==> config.mk <==
export PLATFORM = sky130hd
export DESIGN_NAME = fifo_credit_top
export DESIGN_NICKNAME = d
export VERILOG_FILES = /design/src/hw/fifo_pkg.sv /design/src/hw/credit_pkg.sv /design/src/hw/fifo_push_ctrl_credit.sv /design/src/hw/fifo_pop_ctrl.sv /design/src/hw/fifo_ctrl_1r1w_push_credit.sv /design/src/hw/fifo_ram_1r1w.sv /design/src/hw/fifo_credit_top.sv
export SDC_FILE = /design/constraint.sdc
export NUM_CORES = 1
export LEC_CHECK = 0
export BUFFER_PORTS_ARGS = -buffer_cell sky130_fd_sc_hd__clkbuf_2
export CORE_MARGIN = 3
export CORE_UTILIZATION = 40
export DETAILED_ROUTE_END_ITERATION = 8
export PLACE_DENSITY_LB_ADDON = 0.12
export SLEW_MARGIN = 20
export SYNTH_ARGS = -nofsm -noshare
export SYNTH_HDL_FRONTEND = slang
export SYNTH_SLANG_ARGS = --single-unit
==> constraint.sdc <==
create_clock -name clk -period 5.45 [get_ports clk]
set_input_delay 0.8175 -clock clk [delete_from_list [all_inputs] [get_ports clk]]
set_output_delay 0.8175 -clock clk [all_outputs]
set_load 0.005 [all_outputs]
==> src/hw/fifo_pkg.sv <==
// FIFO geometry package
// Default storage shape of the credit FIFO subsystem: number of entries,
// entry width and whether an empty FIFO forwards a push straight to pop

package fifo_pkg;

  // ------------------------------
  // Storage geometry
  // ------------------------------

  // Number of entries held in the RAM
  // The controller needs at least two to keep its pointers meaningful
  parameter int default_depth = 4;

  // Width of one entry in bits
  parameter int default_bit_width = 8;

  // ------------------------------
  // Empty-FIFO path
  // ------------------------------

  // With 1 a push into an empty FIFO reaches pop in the same cycle
  // With 0 every entry passes through the RAM first, one cycle later
  parameter bit default_enable_bypass = 1'b1;

endpackage : fifo_pkg

==> src/hw/credit_pkg.sv <==
// Credit protocol package
// Default ceiling of the push credit counter and the rule that sizes
// every credit field from that ceiling

package credit_pkg;

  // ------------------------------
  // Credit counter
  // ------------------------------

  // Largest value the credit counter can hold
  // It must cover the FIFO depth, so the smallest legal choice is the depth
  parameter int default_max_credit = fifo_pkg::default_depth;

  // Width of a credit field that counts from zero up to max_credit
  function automatic int credit_width(int max_credit);
    return $clog2(max_credit + 1);
  endfunction

endpackage : credit_pkg

==> src/hw/fifo_push_ctrl_credit.sv <==
// FIFO push controller, credit/valid variant
// Returns credits to the sender, accepts pushes, and steers each push
// either onto the bypass path or into the RAM at the write pointer.
// Keeps its own copy of the occupancy as free slots

`timescale 1ns/1ps

module fifo_push_ctrl_credit #(
  parameter int depth = 4,
  parameter int bit_width = 8,
  parameter bit enable_bypass = 1'b1,
  parameter int max_credit = depth,
  localparam int addr_width = $clog2(depth),
  localparam int count_width = $clog2(depth + 1),
  localparam int credit_width = credit_pkg::credit_width(max_credit)
) (
  input  logic                    clk,
  input  logic                    rst_n,
  // Push interface
  input  logic                    push_credit_stall,
  output logic                    push_credit,
  input  logic                    push_valid,
  input  logic [bit_width-1:0]    push_data,
  // Status
  output logic                    full,
  output logic                    full_next,
  output logic [count_width-1:0]  slots,
  output logic [count_width-1:0]  slots_next,
  // Credit configuration and state
  input  logic [credit_width-1:0] credit_initial_push,
  input  logic [credit_width-1:0] credit_withhold_push,
  output logic [credit_width-1:0] credit_count_push,
  // Bypass offer towards the pop controller
  input  logic                    bypass_ready,
  output logic                    bypass_valid_unstable,
  output logic [bit_width-1:0]    bypass_data_unstable,
  // RAM write port and occupancy strobes
  output logic                    ram_wr_valid,
  output logic [addr_width-1:0]   ram_wr_addr,
  output logic [bit_width-1:0]    ram_wr_data,
  output logic                    ram_push,
  input  logic                    ram_pop
);

  logic                    credit_loaded;
  logic                    empty_local;
  logic                    bypass_taken;
  logic                    credit_incr;
  logic [credit_width-1:0] credit_base;
  logic [credit_width-1:0] credit_count_next;
  logic [addr_width-1:0]   wr_addr;

  // ------------------------------
  // Bypass steering
  // ------------------------------

  // The FIFO is empty when every slot is free
  assign empty_local = (slots == count_width'(depth));

  // A push into an empty FIFO is offered to the pop side first
  // The offer is unstable since it can vanish when the push does
  assign bypass_valid_unstable = enable_bypass && push_valid && empty_local;
  assign bypass_data_unstable  = push_data;
  assign bypass_taken          = bypass_valid_unstable && bypass_ready;

  // Anything the pop side did not take goes into the RAM
  assign ram_push     = push_valid && !bypass_taken;
  assign ram_wr_valid = ram_push;
  assign ram_wr_addr  = wr_addr;
  assign ram_wr_data  = push_data;

  // Write pointer wraps at the last entry so depth need not be a power of two
  always_ff @(posedge clk or negedge rst_n) begin
    if (!rst_n) begin
      wr_addr <= '0;
    end else if (ram_push) begin
      if (wr_addr == addr_width'(depth - 1)) begin
        wr_addr <= '0;
      end else begin
        wr_addr <= wr_addr + 1'b1;
      end
    end
  end

  // ------------------------------
  // Slot count
  // ------------------------------

  assign slots_next = slots - count_width'(ram_push) + count_width'(ram_pop);
  assign full_next  = (slots_next == '0);

  always_ff @(posedge clk or negedge rst_n) begin
    if (!rst_n) begin
      slots <= count_width'(depth);
      full  <= 1'b0;
    end else begin
      slots <= slots_next;
      full  <= full_next;
    end
  end

  // ------------------------------
  // Credit counter
  // ------------------------------

  // Every entry that leaves the FIFO, through the RAM or the bypass,
  // frees one credit for the sender
  assign credit_incr = ram_pop || bypass_taken;

  // Credits go back one per cycle, only from the registered count,
  // and credit_withhold_push of them stay behind
  assign push_credit = !push_credit_stall && (credit_count_push > credit_withhold_push);

  // The first cycle after reset replaces the zero count with the initial value
  assign credit_base = credit_loaded ? credit_count_push : credit_initial_push;
  assign credit_count_next = credit_base + credit_width'(credit_incr)
                           - credit_width'(push_credit);

  always_ff @(posedge clk or negedge rst_n) begin
    if (!rst_n) begin
      credit_loaded     <= 1'b0;
      credit_count_push <= '0;
    end else begin
      credit_loaded     <= 1'b1;
      credit_count_push <= credit_count_next;
    end
  end

endmodule : fifo_push_ctrl_credit

==> src/hw/fifo_pop_ctrl.sv <==
// FIFO pop controller, ready/valid variant
// Presents the head entry on pop, taken from the bypass offer while the
// FIFO is empty and from the RAM read port otherwise. Keeps the read
// pointer and its own copy of the occupancy as an item count

`timescale 1ns/1ps

module fifo_pop_ctrl #(
  parameter int depth = 4,
  parameter int bit_width = 8,
  parameter bit enable_bypass = 1'b1,
  localparam int addr_width = $clog2(depth),
  localparam int count_width = $clog2(depth + 1)
) (
  input  logic                   clk,
  input  logic                   rst_n,
  // Pop interface
  input  logic                   pop_ready,
  output logic                   pop_valid,
  output logic [bit_width-1:0]   pop_data,
  // Status
  output logic                   empty,
  output logic                   empty_next,
  output logic [count_width-1:0] items,
  output logic [count_width-1:0] items_next,
  // Bypass offer from the push controller
  output logic                   bypass_ready,
  input  logic                   bypass_valid_unstable,
  input  logic [bit_width-1:0]   bypass_data_unstable,
  // RAM read port and occupancy strobes
  output logic                   ram_rd_addr_valid,
  output logic [addr_width-1:0]  ram_rd_addr,
  input  logic                   ram_rd_data_valid,
  input  logic [bit_width-1:0]   ram_rd_data,
  input  logic                   ram_push,
  output logic                   ram_pop
);

  logic                  bypass_pop_valid;
  logic [addr_width-1:0] rd_addr;

  // ------------------------------
  // Head selection
  // ------------------------------

  // The bypass is accepted only when the push can leave at once.
  // With pop_ready low the push lands in the RAM and shows up next cycle
  assign bypass_ready     = enable_bypass && empty && pop_ready;
  assign bypass_pop_valid = enable_bypass && bypass_valid_unstable;

  // The RAM is read at the head whenever it holds something
  assign ram_rd_addr_valid = !empty;
  assign ram_rd_addr       = rd_addr;

  // Zero read latency lets the RAM data drive pop directly
  assign pop_valid = empty ? bypass_pop_valid : ram_rd_data_valid;
  assign pop_data  = empty ? bypass_data_unstable : ram_rd_data;

  // Only a handshake on RAM data frees a RAM entry
  assign ram_pop = !empty && ram_rd_data_valid && pop_ready;

  // Read pointer follows the write pointer around the same wrap point
  always_ff @(posedge clk or negedge rst_n) begin
    if (!rst_n) begin
      rd_addr <= '0;
    end else if (ram_pop) begin
      if (rd_addr == addr_width'(depth - 1)) begin
        rd_addr <= '0;
      end else begin
        rd_addr <= rd_addr + 1'b1;
      end
    end
  end

  // ------------------------------
  // Item count
  // ------------------------------

  // Bypassed entries never occupy the RAM and leave the count alone
  assign items_next = items + count_width'(ram_push) - count_width'(ram_pop);
  assign empty_next = (items_next == '0);

  always_ff @(posedge clk or negedge rst_n) begin
    if (!rst_n) begin
      items <= '0;
      empty <= 1'b1;
    end else begin
      items <= items_next;
      empty <= empty_next;
    end
  end

endmodule : fifo_pop_ctrl

==> src/hw/fifo_ctrl_1r1w_push_credit.sv <==
// FIFO controller, 1R1W, push credit/valid and pop ready/valid
// Joins the push and pop controllers and exposes the ports of an
// external pseudo-dual-port RAM with a write latency of one cycle
// and a read latency of zero

`timescale 1ns/1ps

module fifo_ctrl_1r1w_push_credit #(
  parameter int depth = 4,
  parameter int bit_width = 8,
  parameter bit enable_bypass = 1'b1,
  parameter int max_credit = depth,
  localparam int addr_width = $clog2(depth),
  localparam int count_width = $clog2(depth + 1),
  localparam int credit_width = credit_pkg::credit_width(max_credit)
) (
  input  logic                    clk,
  input  logic                    rst_n,
  // Push interface
  input  logic                    push_credit_stall,
  output logic                    push_credit,
  input  logic                    push_valid,
  input  logic [bit_width-1:0]    push_data,
  // Pop interface
  input  logic                    pop_ready,
  output logic                    pop_valid,
  output logic [bit_width-1:0]    pop_data,
  // Status
  output logic                    full,
  output logic                    full_next,
  output logic [count_width-1:0]  slots,
  output logic [count_width-1:0]  slots_next,
  output logic                    empty,
  output logic                    empty_next,
  output logic [count_width-1:0]  items,
  output logic [count_width-1:0]  items_next,
  // Credits
  input  logic [credit_width-1:0] credit_initial_push,
  input  logic [credit_width-1:0] credit_withhold_push,
  output logic [credit_width-1:0] credit_count_push,
  // RAM ports
  output logic                    ram_wr_valid,
  output logic [addr_width-1:0]   ram_wr_addr,
  output logic [bit_width-1:0]    ram_wr_data,
  output logic                    ram_rd_addr_valid,
  output logic [addr_width-1:0]   ram_rd_addr,
  input  logic                    ram_rd_data_valid,
  input  logic [bit_width-1:0]    ram_rd_data
);

  // ------------------------------
  // Parameter checks
  // ------------------------------

  if (depth < 2) begin : gen_depth_check
    $error("depth must be at least 2");
  end

  // A smaller ceiling could not hold the credits of a completely empty FIFO
  if (max_credit < depth) begin : gen_credit_check
    $error("max_credit must be at least depth");
  end

  // ------------------------------
  // Controllers
  // ------------------------------

  // Bypass offer and the two occupancy strobes between the halves
  logic                 bypass_ready;
  logic                 bypass_valid_unstable;
  logic [bit_width-1:0] bypass_data_unstable;
  logic                 ram_push;
  logic                 ram_pop;

  fifo_push_ctrl_credit #(
    .depth         (depth),
    .bit_width     (bit_width),
    .enable_bypass (enable_bypass),
    .max_credit    (max_credit)
  ) u_push_ctrl (.*);

  fifo_pop_ctrl #(
    .depth         (depth),
    .bit_width     (bit_width),
    .enable_bypass (enable_bypass)
  ) u_pop_ctrl (.*);

endmodule : fifo_ctrl_1r1w_push_credit

==> src/hw/fifo_ram_1r1w.sv <==
// Flop-based 1R1W RAM
// Pseudo-dual-port register array with a one-cycle write and a
// combinational read. A write is visible to reads from the next cycle

`timescale 1ns/1ps

module fifo_ram_1r1w #(
  parameter int depth = 4,
  parameter int bit_width = 8,
  localparam int addr_width = $clog2(depth)
) (
  input  logic                  clk,
  input  logic                  rst_n,
  input  logic                  wr_valid,
  input  logic [addr_width-1:0] wr_addr,
  input  logic [bit_width-1:0]  wr_data,
  input  logic                  rd_addr_valid,
  input  logic [addr_width-1:0] rd_addr,
  output logic                  rd_data_valid,
  output logic [bit_width-1:0]  rd_data
);

  logic [bit_width-1:0] mem [depth];
  logic [depth-1:0]     written;

  // Storage itself holds no reset value
  always_ff @(posedge clk) begin
    if (wr_valid) begin
      mem[wr_addr] <= wr_data;
    end
  end

  // Per-entry flag of whether the entry was ever written since reset
  always_ff @(posedge clk or negedge rst_n) begin
    if (!rst_n) begin
      written <= '0;
    end else if (wr_valid) begin
      written[wr_addr] <= 1'b1;
    end
  end

  // Entries never written read as zero, which keeps X out of the pop mux
  assign rd_data = written[rd_addr] ? mem[rd_addr] : '0;

  // Zero read latency: the data is valid in the cycle of its address
  assign rd_data_valid = rd_addr_valid;

endmodule : fifo_ram_1r1w

==> src/hw/fifo_credit_top.sv <==
// Credit FIFO subsystem
// FIFO controller with a credit/valid push side and a ready/valid pop
// side, joined to its flop RAM. All geometry is set here and passed down

`timescale 1ns/1ps

module fifo_credit_top #(
  parameter int depth = fifo_pkg::default_depth,
  parameter int bit_width = fifo_pkg::default_bit_width,
  parameter bit enable_bypass = fifo_pkg::default_enable_bypass,
  parameter int max_credit = credit_pkg::default_max_credit,
  localparam int addr_width = $clog2(depth),
  localparam int count_width = $clog2(depth + 1),
  localparam int credit_width = credit_pkg::credit_width(max_credit)
) (
  input  logic                    clk,
  input  logic                    rst_n,
  input  logic                    push_credit_stall,
  output logic                    push_credit,
  input  logic                    push_valid,
  input  logic [bit_width-1:0]    push_data,
  input  logic                    pop_ready,
  output logic                    pop_valid,
  output logic [bit_width-1:0]    pop_data,
  output logic                    full,
  output logic                    full_next,
  output logic [count_width-1:0]  slots,
  output logic [count_width-1:0]  slots_next,
  output logic                    empty,
  output logic                    empty_next,
  output logic [count_width-1:0]  items,
  output logic [count_width-1:0]  items_next,
  input  logic [credit_width-1:0] credit_initial_push,
  input  logic [credit_width-1:0] credit_withhold_push,
  output logic [credit_width-1:0] credit_count_push
);

  // ------------------------------
  // RAM port wires
  // ------------------------------

  logic                  ram_wr_valid;
  logic [addr_width-1:0] ram_wr_addr;
  logic [bit_width-1:0]  ram_wr_data;
  logic                  ram_rd_addr_valid;
  logic [addr_width-1:0] ram_rd_addr;
  logic                  ram_rd_data_valid;
  logic [bit_width-1:0]  ram_rd_data;

  fifo_ctrl_1r1w_push_credit #(
    .depth         (depth),
    .bit_width     (bit_width),
    .enable_bypass (enable_bypass),
    .max_credit    (max_credit)
  ) u_ctrl (.*);

  fifo_ram_1r1w #(
    .depth     (depth),
    .bit_width (bit_width)
  ) u_ram (
    .clk           (clk),
    .rst_n         (rst_n),
    .wr_valid      (ram_wr_valid),
    .wr_addr       (ram_wr_addr),
    .wr_data       (ram_wr_data),
    .rd_addr_valid (ram_rd_addr_valid),
    .rd_addr       (ram_rd_addr),
    .rd_data_valid (ram_rd_data_valid),
    .rd_data       (ram_rd_data)
  );

endmodule : fifo_credit_top

==> impl_metrics.tcl <==
set metrics [dict create \
    run_status "completed" \
    fmax_mhz 251.1 \
    pin_count_of_the_biggest_net_entering_global_routing 21 \
    slew_headroom 0.2907 \
    yosys_warnings 0 \
    layout-area-overhead-vs-synth_pct 16.21 \
    cp-start-kind "flop" \
    synthDominantCellAreaShare 0.3953 \
    syn-mean-instance-area_um2 15.01 \
    timing_hold_violations_final 0 \
    io_buffers 47 \
    synthArstFlopShare 0.3846 \
    cts_inserted_buffers 5 \
    post_cts_resized 0 \
    remaining_drc_errors 0 \
    synth_enable_flop_cells 32 \
    setup.reg_to_reg.worst_slack_ns 2.67 \
    ctsLongestPathBuffers 2 \
    worstSkewPairLatency_ns 0.31 \
    crit_required_ns 4.63 \
    dp.final_hpwl_mm 3.338 \
    totalNegativeSetupSlack_ns 0 \
    drv.max_cap_violation_count 0 \
    yosys-top-cells-count "32 x edfxtp_1, 19 x mux2i_1, 18 x dfrtp_1, 15 x inv_1, 13 x ha_1" \
    final_max_slew_viol_count 0 \
    postLayoutCellArea_um2 2825 \
    grt_antenna_before_repair 0 \
    clock_skew_after_layout_ns 0.007943 \
    drt_pass1_iterations 4 \
    post-synth-top-area-cell "edfxtp_1" \
    placeableCoreArea_um2 5709 \
    synth_compound_area_frac 0.08029 \
    rsz0062_at_grt "no" \
    synth_adder_area_share 0.09161 \
    grt_first_pass_wirelength_mm 7.617 \
    synthMuxAreaShare 0.1076 \
    timing_worst_slew_pin_value_ns 1.064 \
    finish.utilization 0.4949 \
    ant_nets 0 \
    dominantRegCellSynth "edfxtp_1" \
    final_layout_size_suffix_gt1_frac 0.3349 \
    cts_tree "yes" \
    floorplan.die.height_um 83.96 \
    overflow 0 \
    cts-root-buf "clkbuf_8" \
    wire_length_per_cell_um 16.40 \
    routed_via_density 5.063 \
    cellPowerDensity_nw_per_um2 549.6 \
    pre_cts_slack_ns 1.553 \
    static_leakage_power_nw 1.219 \
    worstPathArrival_ns 3.17 \
    setup_viol 0 \
    critical_path.max_fanout 14 \
    groute.usage.overall 0.1401 \
    core_rows 27 \
    yosys.cell_types.count 31 \
    place_area_um2 2710 \
    nFillCells 522 \
    num_vias 1438 \
    post-cts-setup-buffer-count 0 \
    die_w_um 83.96 \
    final_period_minus_worst_setup_slack_ns 3.983 \
    clkTransAtPathRegs_ns 0.10 \
    fraction_of_synthesized_cell_area_in_xor_and_xnor_cells 0.02162 \
    post_synth_instance_area_um2 2431 \
    drt_wl_total_mm 4.659 \
    synth_nets 197 \
    worstSetupPathType "reg2out" \
    post_synth_main_area_contributors "edfxtp_1 40%, dfrtp_1 19%, mux2i_1 7.8%, ha_1 6.7%, o221ai_2 4.9%" \
    worstHoldPathType "in2async" \
    total_power_w 0.001553 \
    fp.dieArea_um2 7049 \
    simple_gate_share_of_the_synthesized_area 0.05147 \
    yosys_register_bits 52 \
    drtIter0Drc 55 \
    vias_in_the_first_global_route 1482 \
    routabilityCongestion 0.8057 \
    fin_nets 246 \
    ios 48 \
    h-tree-depth 2 \
    initial_core_util 0.4258 \
    cts_hold_buf 0 \
    antenna_cells_inserted 0 \
    postSynthCellCount 162 \
    yosysMostFrequentCell "edfxtp_1" \
    main_combinational_cell_family_by_area_after_synthesis "multiplexers" \
    synth.yosys.seq_area_share 0.6022 \
    min_period_over_period 0.7308 \
    clock_sinks 52 \
    crit_path_end_kind "output pin" \
    timing.final.ws_setup_ns 1.467 \
    max-vdd-ir-drop_mv 0.2489 \
]
## worst paths after layout
check,endpoint,depth (start not counted),start
max,empty_next,12,u_ctrl.u_pop_ctrl.empty$_DFF_PN1_
min in group clk,u_ram.written[0]$_DFFE_PN0P_,1,u_ram.written[0]$_DFFE_PN0P_
max in group asynchronous,u_ctrl.u_push_ctrl.slots[2]$_DFF_PN1_,1,rst_n
min reg2reg,u_ram.written[0]$_DFFE_PN0P_,1,u_ram.written[0]$_DFFE_PN0P_
min,u_ctrl.u_pop_ctrl.items[2]$_DFF_PN0_,1,rst_n
max reg2reg,u_ctrl.u_pop_ctrl.empty$_DFF_PN1_,11,u_ctrl.u_pop_ctrl.empty$_DFF_PN1_
## kinds of logic (layout without fill, tap and decap cells)
family | count (synthesis) | count (layout)
adders and majority gates | 16 | 16
muxes | 25 | 25
other | 1 | 1
AOI/OAI and AO/OA | 18 | 18
xor gates and xnor gates | 6 | 6
buffers and inverters | 21 | 71
DFF | 52 | 52
and+or+nand+nor | 23 | 23
## placed cells by master, fill, tap and decap left out, types with 2 or more instances in the layout
| master | count |
|---|---|
| and2_1 | 5 |
| nor2_1 | 2 |
| mux2_1 | 2 |
| a21o_1 | 5 |
| o21a_1 | 3 |
| edfxtp_1 | 32 |
| clkbuf_2 | 47 |
| fa_1 | 3 |
| mux2i_1 | 19 |
| nor2b_1 | 2 |
| dfrtp_1 | 18 |
| mux2_2 | 3 |
| nand2_1 | 8 |
| xnor2_1 | 5 |
| o221ai_2 | 8 |
| dfstp_2 | 2 |
| ha_1 | 13 |
| clkbuf_8 | 5 |
| nor3_1 | 2 |
| inv_1 | 15 |
## report_power, final
group | leakage, nW | switching (W) | internal [W]
logic | 0.649 | 0.000329 | 0.000317
registers | 0.515 | 0.000105 | 0.000534
clock network | 0.0548 | 0.000130 | 0.000138
## worst max-delay path, cell delays in order (launching register included)
cell      delay, ns
dfstp_2        0.72
nand4b_1       0.17
o21a_1         0.33
inv_2          0.08
ha_1           0.22
inv_1          0.06
ha_1           0.12
inv_1          0.05
fa_1           0.38
xnor2_1        0.20
xnor2_1        0.13
nor3_1         0.24
clkbuf_2       0.17
## layout make-up
cell class / count / area, µm² / area share
clock buffer: 5 / 68.82 / 0.02436
clock inverter: 3 / 46.29 / 0.01639
inverter: 16 / 60.06 / 0.02126
multi-input combinational: 89 / 860.8 / 0.3047
sequential: 52 / 1464 / 0.5182
tap: 72 / 90.09 / 0.03189
timing repair buffer: 47 / 235.2 / 0.08326
## stage by stage
step / instances / hold slack [ns]
after floorplan: 162 / 0.4271
after global placement: 276 / 0.4452
after detailed placement: 276 / 0.4530
after CTS: 284 / 0.4725
after global routing: 284 / 0.4870
final: 284 / 0.4601
## flip-flops by register name, summed over array words and instances (netlist names)
name and flops:
u_ram.written 4, u_ram.mem 32, u_ctrl.u_pop_ctrl.empty 1, u_ctrl.u_pop_ctrl.ram_rd_addr 2, u_ctrl.u_push_ctrl.slots 3, u_ctrl.u_push_ctrl.credit_loaded 1
u_ctrl.u_push_ctrl.full 1, u_ctrl.u_push_ctrl.ram_wr_addr 2, u_ctrl.u_pop_ctrl.items 3, u_ctrl.u_push_ctrl.credit_count_push 3
## per-layer routing
metal	part of all wire	global-route usage	vias to the layer above
li1	-	-	678
met1	0.41	0.1649	728
met2	0.54	0.2509	26
met3	0.033	0.03356	6
met4	0.013	0.04386	0
met5	0	0	-
Note: power is estimated with default switching activity, not from simulation.
